$ cat src/rtl/approx_mul_pkg.sv
package approx_mul_pkg;

    // Operand and product widths of the streaming multiplier
    localparam int OPND_W = 8;
    localparam int PROD_W = 16;

    // Per-pair opcode, carried alongside the operands
    typedef enum logic {
        OP_EXACT  = 1'b0,
        OP_APPROX = 1'b1
    } mul_op_e;

endpackage
$ cat src/rtl/approx_mul_top.sv
`timescale 1ns/1ns

module approx_mul_top #(
    parameter int IN_DEPTH    = 4,
    parameter int OUT_CREDITS = 2,
    parameter int APPROX_BITS = 4
) (
    input  logic                                clk,
    input  logic                                reset,
    input  logic                                in_valid,
    input  approx_mul_pkg::mul_op_e             in_op,
    input  logic [approx_mul_pkg::OPND_W-1:0]   in_a,
    input  logic [approx_mul_pkg::OPND_W-1:0]   in_b,
    input  logic                                out_credit,
    output logic                                in_credit,
    output logic                                out_valid,
    output logic [approx_mul_pkg::PROD_W-1:0]   out_p
);

    logic                                 buf_valid;
    approx_mul_pkg::mul_op_e              buf_op;
    logic [approx_mul_pkg::OPND_W-1:0]    buf_a;
    logic [approx_mul_pkg::OPND_W-1:0]    buf_b;
    logic                                 stage_ready;
    logic                                 prod_valid;
    logic [approx_mul_pkg::PROD_W-1:0]    prod_p;
    logic                                 send_ready;

    operand_buffer #(.IN_DEPTH(IN_DEPTH)) u_operand_buffer (
        .clk         (clk),
        .reset       (reset),
        .in_valid    (in_valid),
        .in_op       (in_op),
        .in_a        (in_a),
        .in_b        (in_b),
        .stage_ready (stage_ready),
        .in_credit   (in_credit),
        .buf_valid   (buf_valid),
        .buf_op      (buf_op),
        .buf_a       (buf_a),
        .buf_b       (buf_b)
    );

    mul_stage #(.APPROX_BITS(APPROX_BITS)) u_mul_stage (
        .clk         (clk),
        .reset       (reset),
        .buf_valid   (buf_valid),
        .buf_op      (buf_op),
        .buf_a       (buf_a),
        .buf_b       (buf_b),
        .send_ready  (send_ready),
        .stage_ready (stage_ready),
        .prod_valid  (prod_valid),
        .prod_p      (prod_p)
    );

    result_sender #(.OUT_CREDITS(OUT_CREDITS)) u_result_sender (
        .clk        (clk),
        .reset      (reset),
        .prod_valid (prod_valid),
        .prod_p     (prod_p),
        .out_credit (out_credit),
        .send_ready (send_ready),
        .out_valid  (out_valid),
        .out_p      (out_p)
    );

endmodule

$ cat src/rtl/result_sender.sv
`timescale 1ns/1ns

module result_sender #(
    parameter int OUT_CREDITS = 2
) (
    input  logic                                clk,
    input  logic                                reset,
    input  logic                                prod_valid,
    input  logic [approx_mul_pkg::PROD_W-1:0]   prod_p,
    input  logic                                out_credit,
    output logic                                send_ready,
    output logic                                out_valid,
    output logic [approx_mul_pkg::PROD_W-1:0]   out_p
);

    localparam int CNT_W = $clog2(OUT_CREDITS + 1);

    logic                                 held_valid;
    logic [approx_mul_pkg::PROD_W-1:0]    held_p;
    logic [CNT_W-1:0]                     credit_cnt;
    logic                                 take;

    assign send_ready = !held_valid;
    assign take       = prod_valid && send_ready;

    // Send as soon as a credit is on hand
    assign out_valid = held_valid && (credit_cnt != '0);
    assign out_p     = held_p;

    always_ff @(posedge clk) begin
        if (reset) begin
            held_valid <= 1'b0;
            credit_cnt <= CNT_W'(OUT_CREDITS);
        end else begin
            if (take) begin
                held_valid <= 1'b1;
            end else if (out_valid) begin
                held_valid <= 1'b0;
            end
            // Downstream only returns credits it was given
            credit_cnt <= credit_cnt - CNT_W'(out_valid) + CNT_W'(out_credit);
        end
    end

    always_ff @(posedge clk) begin
        if (take) begin
            held_p <= prod_p;
        end
    end

endmodule

$ cat src/rtl/mul_stage.sv
`timescale 1ns/1ns

module mul_stage #(
    parameter int APPROX_BITS = 4
) (
    input  logic                                clk,
    input  logic                                reset,
    input  logic                                buf_valid,
    input  approx_mul_pkg::mul_op_e             buf_op,
    input  logic [approx_mul_pkg::OPND_W-1:0]   buf_a,
    input  logic [approx_mul_pkg::OPND_W-1:0]   buf_b,
    input  logic                                send_ready,
    output logic                                stage_ready,
    output logic                                prod_valid,
    output logic [approx_mul_pkg::PROD_W-1:0]   prod_p
);

    logic                                 s1_valid;
    approx_mul_pkg::mul_op_e              s1_op;
    logic [approx_mul_pkg::OPND_W-1:0]    s1_a;
    logic [approx_mul_pkg::OPND_W-1:0]    s1_b;
    logic [approx_mul_pkg::PROD_W-1:0]    mul_p;
    logic                                 stall;
    logic                                 s1_load;

    assign stall       = prod_valid && !send_ready;
    // Stage 1 may still fill while stage 2 waits
    assign stage_ready = !(s1_valid && stall);
    assign s1_load     = !s1_valid || !stall;

    approx_mul8 #(.APPROX_BITS(APPROX_BITS)) u_mul (
        .op (s1_op),
        .a  (s1_a),
        .b  (s1_b),
        .p  (mul_p)
    );

    always_ff @(posedge clk) begin
        if (reset) begin
            s1_valid   <= 1'b0;
            prod_valid <= 1'b0;
        end else begin
            if (s1_load) begin
                s1_valid <= buf_valid;
            end
            if (!stall) begin
                prod_valid <= s1_valid;
            end
        end
    end

    always_ff @(posedge clk) begin
        if (s1_load && buf_valid) begin
            s1_op <= buf_op;
            s1_a  <= buf_a;
            s1_b  <= buf_b;
        end
        if (!stall && s1_valid) begin
            prod_p <= mul_p;
        end
    end

endmodule

$ cat src/rtl/approx_mul8.sv
`timescale 1ns/1ns

module approx_mul8 #(
    parameter int APPROX_BITS = 4
) (
    input  approx_mul_pkg::mul_op_e             op,
    input  logic [approx_mul_pkg::OPND_W-1:0]   a,
    input  logic [approx_mul_pkg::OPND_W-1:0]   b,
    output logic [approx_mul_pkg::PROD_W-1:0]   p
);

    logic [7:0]  pp_hh;
    logic [7:0]  pp_hl;
    logic [7:0]  pp_lh;
    logic [7:0]  pp_ll;
    logic [8:0]  mid_sum;
    logic [11:0] upper_op;
    logic [11:0] upper_sum;
    logic        use_approx;

    rec_mul4 #(.LO_SPLIT(2)) u_mul_hh (
        .a (a[7:4]),
        .b (b[7:4]),
        .p (pp_hh)
    );

    rec_mul4 #(.LO_SPLIT(2)) u_mul_hl (
        .a (a[7:4]),
        .b (b[3:0]),
        .p (pp_hl)
    );

    rec_mul4 #(.LO_SPLIT(2)) u_mul_lh (
        .a (a[3:0]),
        .b (b[7:4]),
        .p (pp_lh)
    );

    // Uneven 1/3 split on the low-by-low block
    rec_mul4 #(.LO_SPLIT(3)) u_mul_ll (
        .a (a[3:0]),
        .b (b[3:0]),
        .p (pp_ll)
    );

    assign mid_sum    = pp_hl + pp_lh;
    assign upper_op   = {pp_hh, pp_ll[7:4]};
    assign use_approx = (op == approx_mul_pkg::OP_APPROX);

    lower_or_adder #(.APPROX_BITS(APPROX_BITS)) u_final_add (
        .approx (use_approx),
        .x      (upper_op),
        .y      (mid_sum),
        .s      (upper_sum)
    );

    assign p = {upper_sum, pp_ll[3:0]};

endmodule

$ cat src/rtl/lower_or_adder.sv
`timescale 1ns/1ns

module lower_or_adder #(
    parameter int APPROX_BITS = 4
) (
    input  logic        approx,
    input  logic [11:0] x,
    input  logic [8:0]  y,
    output logic [11:0] s
);

    // Bits below APPROX_BITS form the OR part
    localparam logic [11:0] LO_MASK  = (12'd1 << APPROX_BITS) - 12'd1;
    localparam logic [11:0] TOP_MASK = LO_MASK ^ (LO_MASK >> 1);

    logic [11:0] y_ext;
    logic [11:0] exact_sum;
    logic [11:0] lo_or;
    logic        lo_carry;
    logic [11:0] hi_sum;

    assign y_ext     = {3'b000, y};
    assign exact_sum = x + y_ext;

    assign lo_or    = (x | y_ext) & LO_MASK;
    assign lo_carry = |(x & y_ext & TOP_MASK);

    // Upper part stays exact, carry enters at bit APPROX_BITS
    assign hi_sum = (x & ~LO_MASK) + (y_ext & ~LO_MASK) + ({11'd0, lo_carry} << APPROX_BITS);

    assign s = approx ? (hi_sum | lo_or) : exact_sum;

endmodule

$ cat src/rtl/rec_mul4.sv
`timescale 1ns/1ns

module rec_mul4 #(
    parameter int LO_SPLIT = 2
) (
    input  logic [3:0] a,
    input  logic [3:0] b,
    output logic [7:0] p
);

    localparam int HI_W = 4 - LO_SPLIT;
    localparam int UP_W = 8 - LO_SPLIT;

    logic [HI_W-1:0]       a_h;
    logic [HI_W-1:0]       b_h;
    logic [LO_SPLIT-1:0]   a_l;
    logic [LO_SPLIT-1:0]   b_l;

    logic [2*HI_W-1:0]     pp_hh;
    logic [3:0]            pp_hl;
    logic [3:0]            pp_lh;
    logic [2*LO_SPLIT-1:0] pp_ll;

    logic [4:0]            mid;
    logic [UP_W-1:0]       upper_op;
    logic [UP_W-1:0]       upper_sum;

    assign a_h = a[3:LO_SPLIT];
    assign b_h = b[3:LO_SPLIT];
    assign a_l = a[LO_SPLIT-1:0];
    assign b_l = b[LO_SPLIT-1:0];

    // Small exact products on the split pieces
    assign pp_hh = a_h * b_h;
    assign pp_hl = a_h * b_l;
    assign pp_lh = a_l * b_h;
    assign pp_ll = a_l * b_l;

    assign mid = pp_hl + pp_lh;

    // High product on top of the upper half of the low product
    assign upper_op  = {pp_hh, pp_ll[2*LO_SPLIT-1:LO_SPLIT]};
    assign upper_sum = upper_op + mid;

    assign p = {upper_sum, pp_ll[LO_SPLIT-1:0]};

endmodule

$ cat src/rtl/operand_buffer.sv
`timescale 1ns/1ns

module operand_buffer #(
    parameter int IN_DEPTH = 4
) (
    input  logic                                clk,
    input  logic                                reset,
    input  logic                                in_valid,
    input  approx_mul_pkg::mul_op_e             in_op,
    input  logic [approx_mul_pkg::OPND_W-1:0]   in_a,
    input  logic [approx_mul_pkg::OPND_W-1:0]   in_b,
    input  logic                                stage_ready,
    output logic                                in_credit,
    output logic                                buf_valid,
    output approx_mul_pkg::mul_op_e             buf_op,
    output logic [approx_mul_pkg::OPND_W-1:0]   buf_a,
    output logic [approx_mul_pkg::OPND_W-1:0]   buf_b
);

    localparam int PTR_W = (IN_DEPTH > 1) ? $clog2(IN_DEPTH) : 1;
    localparam int CNT_W = $clog2(IN_DEPTH + 1);

    approx_mul_pkg::mul_op_e              mem_op [IN_DEPTH];
    logic [approx_mul_pkg::OPND_W-1:0]    mem_a  [IN_DEPTH];
    logic [approx_mul_pkg::OPND_W-1:0]    mem_b  [IN_DEPTH];

    logic [PTR_W-1:0] wr_ptr;
    logic [PTR_W-1:0] rd_ptr;
    logic [CNT_W-1:0] count;
    logic             pop;

    assign buf_valid = (count != '0);
    assign pop       = buf_valid && stage_ready;

    assign buf_op = mem_op[rd_ptr];
    assign buf_a  = mem_a[rd_ptr];
    assign buf_b  = mem_b[rd_ptr];

    // Upstream never writes without a credit, so no full check here
    always_ff @(posedge clk) begin
        if (in_valid) begin
            mem_op[wr_ptr] <= in_op;
            mem_a[wr_ptr]  <= in_a;
            mem_b[wr_ptr]  <= in_b;
        end
    end

    always_ff @(posedge clk) begin
        if (reset) begin
            wr_ptr    <= '0;
            rd_ptr    <= '0;
            count     <= '0;
            in_credit <= 1'b0;
        end else begin
            if (in_valid) begin
                wr_ptr <= (wr_ptr == PTR_W'(IN_DEPTH - 1)) ? '0 : wr_ptr + 1'b1;
            end
            if (pop) begin
                rd_ptr <= (rd_ptr == PTR_W'(IN_DEPTH - 1)) ? '0 : rd_ptr + 1'b1;
            end
            count     <= count + CNT_W'(in_valid) - CNT_W'(pop);
            // One credit back per freed slot
            in_credit <= pop;
        end
    end

endmodule

$ cat config.mk
export PLATFORM = sky130hd
export DESIGN_NAME = approx_mul_top
export DESIGN_NICKNAME = d
export VERILOG_FILES = /design/src/rtl/approx_mul_pkg.sv /design/src/rtl/approx_mul_top.sv /design/src/rtl/result_sender.sv /design/src/rtl/mul_stage.sv /design/src/rtl/approx_mul8.sv /design/src/rtl/lower_or_adder.sv /design/src/rtl/rec_mul4.sv /design/src/rtl/operand_buffer.sv
export SDC_FILE = /design/constraint.sdc
export NUM_CORES = 1
export LEC_CHECK = 0
export BUFFER_PORTS_ARGS = -buffer_cell sky130_fd_sc_hd__clkbuf_2
export CORE_ASPECT_RATIO = 0.75
export CORE_UTILIZATION = 62
export DETAILED_ROUTE_END_ITERATION = 7
export GPL_TIMING_DRIVEN = 0
export HOLD_SLACK_MARGIN = 0.02
export PLACE_DENSITY_LB_ADDON = 0.12
export SETUP_SLACK_MARGIN = 0.1
export SYNTH_ARGS = -nofsm -noshare
export SYNTH_HDL_FRONTEND = slang
export SYNTH_SLANG_ARGS = --single-unit
$ cat constraint.sdc
create_clock -name clk -period 6.4 [get_ports clk]
set_clock_uncertainty 0.1 [all_clocks]
set_input_delay 0.96 -clock clk [delete_from_list [all_inputs] [get_ports clk]]
set_output_delay 0.96 -clock clk [all_outputs]
set_load 0.02 [all_outputs]
==> qor.csv, run 1 <==
stage;metric;value;unit
placed_design;buffers added on ports;38;
placed_design;post-detail-place hpwl;9660;um
min_path;hold depth;0;
synthesis;mean post-synth cell area;13.1;um^2
critical_path;cell chain of the critical path;nand2_1, fa_1, inv_1, ha_1, inv_1, fa_1, inv_1, ha_1, fa_1, ha_2, nand3_2, o211ai_1, nor2_1, xnor2_1, ha_2, fa_1, a21oi_4, nor3_1, o211a_1, nor4_2, a21boi_1, o22ai_1, xor2_1;
global_route;vias in the first global route;4921;
global_route;first-pass GRT wire length;23600;um
clock_network;CTS tree;done;
sta;fin crit share;94.5;%
critical_path;reg2reg start;u_mul_stage.s1_b[5]$_DFFE_PP_;
placed_design;RD Place Congestion;0.809;
floorplanning;DIE WIDTH;130;um
sta;min Tclk post-route;6050;ps
critical_path;buffers plus inverters on the worst setup path;3;
critical_path;Worst Path Required;6450;ps
sta;# setup viols final;0;
synthesis;asr flop ratio synth;0;%
layout;area of the multi-input gates;3610;um^2
synthesis;Mapped Area;7660;um^2
clock_network;clock sink count;130;
critical_path;Max stage delay cell, worst path;fa_1;
synthesis;Mapped Cells;585;
route;DR iter-0 viols;243;
synthesis;share of synthesized area occupied by flip-flops and latches;49.2;%
sta;setup TNS;0;ps
floorplanning;row cnt;34;
sta;final hold vios;0;
sta;Final Max Tran Viols;0;
synthesis;Synth Flop Type;edfxtp_1;
layout;Post-Layout Cell Count;831;
floorplanning;total core area;11800;um^2
clock_network;Num CTS Buffers;17;
synthesis;Post-synth EDFFs;117;
critical_path;Setup CP Type;flop to flop;
critical_path;Slowest Stage Delay on Critical Path;550;ps
sta;RSZ-0062 raised after global routing;yes;
layout;nets;789;
global_route;Congestion Overflow GR;0;
synthesis;Syn Nets;718;
sta;fmax;165;MHz
critical_path;worst-path maximum fanout;7;
route;wire length per cell;17.1;um
floorplanning;I/O pins;39;
floorplanning;Initial Util;64.8;%
critical_path;crit path capture type;flop;
layout;Fill cells;806;
route;post-DR vias/cell;5.55;
route;# DRC;0;
clock_network;clock root buffer;clkbuf_16;
global_route;Total GRT Usage;24.8;%
route;via count;4613;
floorplanning;die area;12800;um^2
route;antenna-violating nets left;0;
critical_path;setup slack, reg-to-reg;350;ps
global_route;initial antenna violation count;0;
critical_path;critical path arrival;6100;ps
layout;layout cell share with drive strength beyond 1;17.8;%
clock_network;CTS HTree Levels;4;
clock_network;worst-skew pair later-pin latency;410;ps
placed_design;placed cells;786;
critical_path;Crit path top cell by count;fa_1;
critical_path;FF-to-FF End;u_mul_stage.prod_p[14]$_DFFE_PP_;
sta;Rel. slew slack;37.0;%
floorplanning;DIE HEIGHT;98.3;um
synthesis;Yosys reg bits;130;
clock_network;Worst-path clk slew;60;ps
route;DR pass1 iterations;4;
synthesis;synth unique cells;49;
critical_path;R2R depth;23;
critical_path;crit path launch type;flop;
clock_network;clk buf depth;2;
synthesis;Ys Warns;0;
critical_path;delay-heaviest family, CP;adder cells;
clock_network;Post-CTS Hold Buffers;0;
layout;Area growth syn-to-layout;14.8;%
sta;measured slew at the worst slew-check pin;940;ps
min_path;worst hold path endpoint;u_result_sender.out_p[4]$_DFFE_PP_;
outcome;status;finished clean;
min_path;Hold Startpoint;u_mul_stage.prod_p[4]$_DFFE_PP_;
layout;FF/Latch Area;3770;um^2
layout;Ant. Diodes;0;
route;final wirelength;14200;um
min_path;HP Class;flop to flop;
flow_run;max-cap violations;0;
global_route;largest net degree at the start of global routing;18;
==> synth_stat cells (2+ instances only) <==
cell      count  area share [%]
ha_1         81              13
edfxtp_1    117              46
nor2b_1       7            0.57
mux2i_1       6            0.78
mux4_2       17             5.0
o21a_1        2            0.20
inv_1        75             3.7
clkbuf_1      7            0.34
nand3_1       7            0.46
a311oi_1      2            0.23
nand2b_1      4            0.33
and2_1       48             3.9
or3_1         2            0.16
nor4_1        2            0.16
o221ai_1      3            0.34
fa_1         31             8.1
a21oi_1      17             1.1
xor2_1       13             1.5
buf_2         2            0.13
a311oi_2      2            0.39
xnor2_1      19             2.2
dfxtp_1      13             3.4
o21ai_0       8            0.52
nor3b_1       2            0.20
a31oi_1       2            0.16
a21o_1       13             1.3
nor3_1        4            0.26
nor2_1       21             1.0
nand3b_1      2            0.20
nand2_1      37             1.8
==> worst max path at each step <==
stage / slack (ps) / to / startpoint / depth (start not counted)
floorplan: 740 / u_mul_stage.prod_p[14]$_DFFE_PP_ / u_mul_stage.s1_b[7]$_DFFE_PP_ / 23
global placement: 190 / u_mul_stage.prod_p[14]$_DFFE_PP_ / u_mul_stage.s1_b[7]$_DFFE_PP_ / 23
detailed placement: 60 / u_mul_stage.prod_p[14]$_DFFE_PP_ / u_mul_stage.s1_b[7]$_DFFE_PP_ / 23
CTS: 140 / u_mul_stage.prod_p[14]$_DFFE_PP_ / u_mul_stage.s1_b[6]$_DFFE_PP_ / 23
global route: 30 / u_mul_stage.prod_p[14]$_DFFE_PP_ / u_mul_stage.s1_b[5]$_DFFE_PP_ / 23
finish: 350 / u_mul_stage.prod_p[14]$_DFFE_PP_ / u_mul_stage.s1_b[5]$_DFFE_PP_ / 23
==> logic make-up (layout without fill, tap and decap cells) <==
family | after synthesis | after routing | synth area share, %
flops | 130 | 130 | 49.2
xor+xnor | 32 | 32 | 3.66
mux | 23 | 23 | 5.78
simple gates | 141 | 141 | 9.71
buf+inv | 84 | 168 | 4.15
compound gates | 63 | 63 | 6.14
fa+ha+maj | 112 | 112 | 21.3
==> through the flow <==
stage               setup slack, ps  hold WS [ps]  cell area (um^2)  util, %
CTS                             137           321              8680     73.4
finish                          354           317              8800     74.4
global placement                192           301              8060     68.1
global route                   29.6           326              8800     74.4
detailed placement             60.0           306              8080     68.3
floorplan                       736           300              7660        -
==> cells in the final DEF (no fill, tap or decap), types with 2 or more instances in the layout <==
cell type  instances
a21oi_1           16
inv_1             75
buf_2              2
dfxtp_1           13
xnor2_1           19
bufinv_16          2
o21ai_0            8
nand2b_1           4
or3_1              2
nor3_1             4
nor2b_1            6
mux4_2            17
ha_2               2
nand3b_1           2
ha_1              79
nand2_1           37
clkbuf_16         17
a21o_1            13
o21a_1             2
inv_8              2
a311oi_1           2
clkbuf_2          38
fa_1              31
clkbuf_1           8
xor2_1            13
buf_4             13
nor3b_1            2
inv_6              7
nand3_1            7
a311oi_2           2
nor2_1            20
and2_1            48
mux2i_1            6
edfxtp_1         117
o221ai_1           3
==> routing by layer <==
metal	wire length (um)	global-route usage, %	share of wire (%)	vias to the layer above
met5	0	0	0	-
met4	208	7.52	1.5	0
met3	498	4.55	3.5	22
met2	7250	43.5	51	86
met1	6270	31.3	44	2303
li1	-	-	-	2202
==> worst reg2reg max path: stages (launching register included) <==
cell      delay, ps
edfxtp_1        530
nand2_1         110
fa_1            480
inv_1            40
ha_1            260
inv_1            50
fa_1            550
inv_1            50
ha_1            220
fa_1            460
ha_2            400
nand3_2         120
o211ai_1        180
nor2_1           70
xnor2_1         130
ha_2            210
fa_1            530
a21oi_4         200
nor3_1           80
o211a_1         250
nor4_2          320
a21boi_1        150
o22ai_1         180
xor2_1          110
==> sequential cells by signal, indices dropped and copies added (netlist names), 2 cells and up <==
| signal | cells |
|---|---|
| u_operand_buffer.mem_a | 32 |
| u_operand_buffer.mem_b | 32 |
| u_mul_stage.prod_p | 16 |
| u_result_sender.out_p | 16 |
| u_mul_stage.s1_a | 8 |
| u_mul_stage.s1_b | 8 |
| u_operand_buffer.mem_op | 4 |
| u_operand_buffer.count | 3 |
| u_operand_buffer.rd_ptr | 2 |
| u_operand_buffer.wr_ptr | 2 |
| u_result_sender.credit_cnt | 2 |
==> cell type report <==
| class | count | area share [%] |
|---|---|---|
| plain buffers | 9 | 0.412 |
| clock inverters | 14 | 1.86 |
| clock buffers | 18 | 4.88 |
| flip-flops and latches | 130 | 42.9 |
| inverters | 75 | 3.20 |
| well taps | 162 | 2.30 |
| repair buffers | 52 | 3.40 |
| multi-input cells | 371 | 41.0 |
==> timing repair <==
action	4_1_cts	5_1_grt
setup endpoints to repair	2	3
pin swaps	0	1
buffers inserted	1	12
gates cloned	0	0
resized for setup	1	6
Power of run 1 is left out: the tool's default activity adds up to more than one toggle a clock period on the data nets, which glitch-free logic cannot reach.
==> run 2, diff against run 1 <==
--- a/config.mk
+++ b/config.mk
@@ -7,7 +7,7 @@
 export LEC_CHECK = 0
 export BUFFER_PORTS_ARGS = -buffer_cell sky130_fd_sc_hd__clkbuf_2
 export CORE_ASPECT_RATIO = 0.75
-export CORE_UTILIZATION = 62
+export CORE_UTILIZATION = 50
 export DETAILED_ROUTE_END_ITERATION = 7
 export GPL_TIMING_DRIVEN = 0
 export HOLD_SLACK_MARGIN = 0.02
==> run 2 against run 1 <==
Compared with the run above:
- highest routed layer unchanged
- critical endpoint unchanged
- critical path type unchanged
- first-iteration DRC count down 27%
- die area increased by 24%
- global-route usage is 5.2 points lower
- critical path depth shrank 3
==> qor.csv, run 2 (synthesized netlist as in run 1, its figures left out) <==
stage;metric;value;unit;change
route;antenna-violating nets left;0;;unchanged
layout;Post-Layout Cell Count;865;;+4.1%
clock_network;CTS tree;done;;
layout;Ant. Diodes;0;;unchanged
critical_path;reg2reg start;u_mul_stage.s1_a[4]$_DFFE_PP_;;
sta;RSZ-0062 raised after global routing;yes;;
clock_network;clock root buffer;clkbuf_16;;
sta;# setup viols final;0;;unchanged
min_path;hold depth;0;;unchanged
critical_path;Worst Path Required;6460;ps;about the same
min_path;worst hold path endpoint;u_result_sender.out_p[13]$_DFFE_PP_;;
floorplanning;row cnt;38;;+12%
global_route;met3 global-route usage;4.56;%;+0.013 points
global_route;vias in the first global route;4746;;-3.6%
route;post-DR vias/cell;5.21;;-6.2%
floorplanning;DIE HEIGHT;109;um;+11%
global_route;Total GRT Usage;19.6;%;-5.2 points
critical_path;crit path launch type;flop;;
sta;worst hold margin;312;ps;-5.20 ps
floorplanning;die area;15800;um^2;+24%
critical_path;Slowest Stage Delay on Critical Path;550;ps;about the same
layout;Area growth syn-to-layout;15.1;%;
clock_network;worst-skew pair later-pin latency;410;ps;about the same
floorplanning;total core area;14700;um^2;+24%
floorplanning;Initial Util;52.2;%;-13 points
placed_design;RD Place Congestion;0.786;;-2.8%
min_path;Hold Startpoint;u_mul_stage.prod_p[13]$_DFFE_PP_;;
critical_path;FF-to-FF End;u_mul_stage.prod_p[14]$_DFFE_PP_;;
layout;layout cell share with drive strength beyond 1;16.8;%;-0.95 points
global_route;met1 GRT Util;24.5;%;-6.8 points
clock_network;clock sink count;130;;unchanged
sta;Rel. slew slack;35.6;%;-1.3 points
layout;commonest non-fill, non-tap cells in the layout;117 x edfxtp_1, 79 x ha_1, 75 x inv_1, 48 x and2_1, 38 x clkbuf_2;;
sta;fin crit share;94.0;%;-0.44 points
layout;biggest registers after layout;u_operand_buffer.mem_a: 32 flops, u_operand_buffer.mem_b: 32 flops;;
route;via count;4505;;-2.3%
sta;min Tclk post-route;6020;ps;-28.3 ps
route;final wirelength;13900;um;-2.6%
layout;nets;785;;-0.51%
clock_network;Num CTS Buffers;17;;unchanged
route;# DRC;0;;unchanged
global_route;Congestion Overflow GR;0;;unchanged
critical_path;Setup CP Type;flop to flop;;
clock_network;CTS HTree Levels;4;;unchanged
outcome;status;finished clean;;
critical_path;Crit path top cell by count;fa_1;;
critical_path;worst-path maximum fanout;8;;+1
critical_path;Max stage delay cell, worst path;fa_1;;
global_route;grt peak-use layer;met2;;
sta;setup TNS;0;ps;unchanged
layout;commonest non-fill, non-tap cell in the layout;edfxtp_1;;
global_route;first-pass GRT wire length;23300;um;-1.0%
placed_design;buffers added on ports;38;;unchanged
sta;measured slew at the worst slew-check pin;966;ps;+25.7 ps
route;DR pass1 iterations;4;;unchanged
floorplanning;DIE WIDTH;145;um;+11%
min_path;HP Class;flop to flop;;
sta;fmax;166;MHz;+0.47%
critical_path;cell chain of the critical path;nand2_1, fa_1, fa_1, fa_1, inv_1, fa_1, ha_1, nand3_2, o211ai_1, nor2_1, xnor2_1, ha_2, fa_1, a21oi_4, nor3_1, o211a_1, nor4_2, a21boi_1, o22ai_1, xor2_1;;
critical_path;crit path capture type;flop;;
critical_path;critical path arrival;6080;ps;-20 ps
global_route;initial antenna violation count;0;;unchanged
sta;Final Max Tran Viols;0;;unchanged
clock_network;Worst-path clk slew;60;ps;about the same
flow_run;max-cap violations;0;;unchanged
critical_path;R2R depth;20;;-13%
route;DR iter-0 viols;177;;-27%
clock_network;Post-CTS Hold Buffers;0;;unchanged
route;wire length per cell;16.0;um;-6.4%
global_route;largest net degree at the start of global routing;18;;unchanged
floorplanning;I/O pins;39;;unchanged
critical_path;setup slack, reg-to-reg;380;ps;+30 ps
placed_design;post-detail-place hpwl;9820;um;+1.6%
placed_design;placed cells;825;;+5.0%
clock_network;clk buf depth;2;;unchanged
sta;final hold vios;0;;unchanged
global_route;GR Layer Usage met2;33.5;%;-10 points
[run 2: changes by cell type in the layout (fill, tap and decap cells not counted)]
cell	delta
a2111oi_0	+1
buf_8	+1
inv_6	-5
inv_8	-2
clkinvlp_4	+2
clkinv_4	+1
clkinv_1	+2
buf_4	-5
bufinv_16	+1
clkbuf_1	+1
a2111oi_1	-1
[run 2: repair_timing]
item                                    in CTS  in global routing
setup buffers                                0                  8
resized for setup                            1                  5
endpoints found under the setup margin       2                  3
[run 2: through the flow]
step | setup WS (ps) | instance area, um^2 | util, %
final | 382 | 8820 | 60.0
after global routing | 99.8 | 8820 | 60.0
after CTS | 173 | 8740 | 59.5
after detailed placement | 111 | 8140 | 55.4
after global placement | 193 | 8100 | 55.2
after floorplan | 736 | 7660 | -
[run 2: cell type report]
cell class,instances,area [um^2]
multi-input combinational,371,3610
inverter,75,282
sequential,130,3770
clock inverter,13,159
tap,200,250
timing repair buffer,48,277
fill,1184,5870
clock buffer,19,433
buffer,9,36.3
[run 2: metal layers]
| metal | wire length [um] | vias up |
|---|---|---|
| met5 | 0 | - |
| met4 | 269 | 0 |
| met3 | 418 | 22 |
| met2 | 6640 | 56 |
| met1 | 6530 | 2228 |
| li1 | - | 2199 |
[run 2: how the worst max path moves through the flow]
stage / depth (start not counted) / to / from / slack, ps
after global placement: 23 / u_mul_stage.prod_p[14]$_DFFE_PP_ / u_mul_stage.s1_a[0]$_DFFE_PP_ / 190
after CTS: 23 / u_mul_stage.prod_p[12]$_DFFE_PP_ / u_mul_stage.s1_a[0]$_DFFE_PP_ / 170
after floorplan: 23 / u_mul_stage.prod_p[14]$_DFFE_PP_ / u_mul_stage.s1_b[7]$_DFFE_PP_ / 740
after global routing: 22 / u_mul_stage.prod_p[14]$_DFFE_PP_ / u_mul_stage.s1_b[6]$_DFFE_PP_ / 100
after detailed placement: 23 / u_mul_stage.prod_p[12]$_DFFE_PP_ / u_mul_stage.s1_a[0]$_DFFE_PP_ / 110
final: 20 / u_mul_stage.prod_p[14]$_DFFE_PP_ / u_mul_stage.s1_a[4]$_DFFE_PP_ / 380
[run 2: worst max-delay path: cells and delay by family, from the launching register on]
family / cells / cell delay [ps]
simple gates: 5 / 710
buf+inv: 1 / 70
xor+xnor: 2 / 220
compound gates: 5 / 920
fa+ha+maj: 7 / 3210
flops: 1 / 530
Power of run 2 is left out for the same reason.
==> run 3, diff against run 2 <==
==> constraint.sdc (replaced) <==
create_clock -name clk -period 7 [get_ports clk]
set_clock_uncertainty 0.1 [all_clocks]
set_input_delay 1.05 -clock clk [delete_from_list [all_inputs] [get_ports clk]]
set_output_delay 1.05 -clock clk [all_outputs]
set_load 0.02 [all_outputs]
==> run 3 against run 2 <==
Compared with the run above:
- first-iteration DRC count decreased by 18%
- worst setup slack better by 340 ps
- sequential share of layout area up 0.42 points
- global-route usage hardly changed
- utilization decreased by 0.58 points
- routed wire length down 1.1%
- critical path depth grew 3
- cell count decreased by 0.92%
- count of clock-buffer cells in the layout did not move
- register-to-register slack improved by 340 ps
- largest cell class unchanged
- maximum frequency shrank 4.1%
==> qor.csv, run 3 (synthesized netlist as in run 1, its figures left out) <==
stage;metric;value;unit;change
critical_path;Max stage delay cell, worst path;fa_1;;
clock_network;Post-CTS Hold Buffers;0;;unchanged
layout;layout cell share with drive strength beyond 1;15.1;%;-1.8 points
sta;setup TNS;0;ps;unchanged
layout;Ant. Diodes;0;;unchanged
sta;Rel. slew slack;35.4;%;-0.24 points
critical_path;Worst Path Required;7060;ps;+600 ps
floorplanning;DIE HEIGHT;109;um;unchanged
floorplanning;die area;15800;um^2;unchanged
floorplanning;row cnt;38;;unchanged
layout;commonest non-fill, non-tap cells in the layout;117 x edfxtp_1, 81 x ha_1, 75 x inv_1, 48 x and2_1, 38 x clkbuf_2;;
route;antenna-violating nets left;0;;unchanged
critical_path;setup slack, reg-to-reg;720;ps;+340 ps
global_route;first-pass GRT wire length;23300;um;about the same
layout;area of the multi-input gates;3580;um^2;-0.69%
global_route;grt peak-use layer;met2;;
layout;fin util;59.5;%;-0.58 points
global_route;largest net degree at the start of global routing;18;;unchanged
min_path;HP Class;flop to flop;;
layout;Area growth syn-to-layout;14.0;%;
critical_path;crit path capture type;flop;;
floorplanning;total core area;14700;um^2;unchanged
layout;commonest non-fill, non-tap cell in the layout;edfxtp_1;;
global_route;Congestion Overflow GR;0;;unchanged
clock_network;clock sink count;130;;unchanged
outcome;status;finished clean;;
critical_path;buffers plus inverters on the worst setup path;3;;+2
sta;final hold vios;0;;unchanged
sta;Final Max Tran Viols;0;;unchanged
layout;Fill cells;1190;;+0.51%
clock_network;setup repair bufs after CTS;0;;unchanged
flow_run;max-cap violations;0;;unchanged
floorplanning;DIE WIDTH;145;um;unchanged
critical_path;cell chain of the critical path;nand2_1, fa_1, inv_1, ha_1, inv_1, fa_1, inv_1, ha_1, fa_1, ha_1, nand3_2, o211ai_1, nor2_1, xnor2_1, ha_1, fa_1, a21oi_1, nor3b_1, o211a_1, nor4_1, a21boi_1, o22ai_1, xor2_1;;
route;# DRC;0;;unchanged
clock_network;Worst-path clk slew;60;ps;about the same
clock_network;Num CTS Buffers;17;;unchanged
route;DR iter-0 viols;145;;-18%
critical_path;Setup CP Type;flop to flop;;
critical_path;worst-path maximum fanout;8;;unchanged
route;post-DR vias/cell;5.26;;+1.1%
route;final wirelength;13700;um;-1.1%
route;via count;4512;;+0.16%
clock_network;CTS tree;done;;
clock_network;worst-skew pair later-pin latency;410;ps;about the same
sta;fin crit share;89.7;%;-4.4 points
layout;nets;777;;-1.0%
clock_network;post-CTS sizing;0;;-1
sta;# setup viols final;0;;unchanged
layout;FF/Latch Area;3770;um^2;unchanged
critical_path;Slowest Stage Delay on Critical Path;540;ps;about the same
placed_design;buffers added on ports;38;;unchanged
floorplanning;I/O pins;39;;unchanged
global_route;Total GRT Usage;19.6;%;about the same
global_route;GR Layer Usage met2;33.5;%;-0.034 points
global_route;met3 global-route usage;4.56;%;unchanged
global_route;met1 GRT Util;24.5;%;unchanged
critical_path;delay-heaviest family, CP;adder cells;;
clock_network;clock root buffer;clkbuf_16;;
route;DR pass1 iterations;5;;+1
route;wire length per cell;16.0;um;-0.15%
sta;min Tclk post-route;6280;ps;+259 ps
sta;RSZ-0062 raised after global routing;no;;
global_route;initial antenna violation count;0;;unchanged
sta;measured slew at the worst slew-check pin;969;ps;+3.59 ps
sta;fmax;159;MHz;-4.1%
critical_path;critical path arrival;6340;ps;+260 ps
global_route;vias in the first global route;4742;;-0.084%
placed_design;post-detail-place hpwl;9820;um;unchanged
placed_design;RD Place Congestion;0.786;;unchanged
layout;biggest registers after layout;u_operand_buffer.mem_a: 32 flops, u_operand_buffer.mem_b: 32 flops;;
critical_path;crit path launch type;flop;;
floorplanning;Initial Util;52.2;%;unchanged
clock_network;clk buf depth;2;;unchanged
clock_network;CTS HTree Levels;4;;unchanged
-- run 3: cell types whose count changed in the layout (fill, tap and decap cells not counted), sizes merged --
cell and change:
buf -8
-- run 3: final timing paths --
kind                                                       start                                  end  cells after the start
worst max-delay path               u_mul_stage.s1_b[7]$_DFFE_PP_     u_mul_stage.prod_p[14]$_DFFE_PP_                     23
worst min-delay path            u_mul_stage.prod_p[13]$_DFFE_PP_  u_result_sender.out_p[13]$_DFFE_PP_                      0
worst max register to register     u_mul_stage.s1_b[7]$_DFFE_PP_     u_mul_stage.prod_p[14]$_DFFE_PP_                     23
worst min register to register  u_mul_stage.prod_p[13]$_DFFE_PP_  u_result_sender.out_p[13]$_DFFE_PP_                      0
-- run 3: cell type report --
| class | instances | share of cell area [%] |
|---|---|---|
| Timing Repair Buffer | 40 | 2.48 |
| Clock inverter | 13 | 1.82 |
| Tap cell | 200 | 2.86 |
| Buffer | 9 | 0.415 |
| Multi-Input combinational cell | 371 | 41.0 |
| Sequential cell | 130 | 43.2 |
| Inverter | 75 | 3.22 |
| Clock buffer | 19 | 4.96 |
-- run 3: layer usage --
| metal | share of wire (%) | vias up | routed length, um |
|---|---|---|---|
| li1 | - | 2182 | - |
| met1 | 47 | 2236 | 6460 |
| met3 | 3.5 | 18 | 484 |
| met5 | 0 | - | 0 |
| met2 | 48 | 76 | 6550 |
| met4 | 1.6 | 0 | 219 |
-- run 3: per-stage QoR --
step | hold slack [ps] | instances | area (um^2) | setup WS (ps)
after floorplan | 300 | 585 | 7660 | 1340
after global placement | 301 | 823 | 8100 | 793
after detailed placement | 306 | 825 | 8140 | 711
after CTS | 319 | 857 | 8730 | 670
after global routing | 322 | 857 | 8730 | 201
final | 313 | 857 | 8730 | 723
Power of run 3 is left out for the same reason.
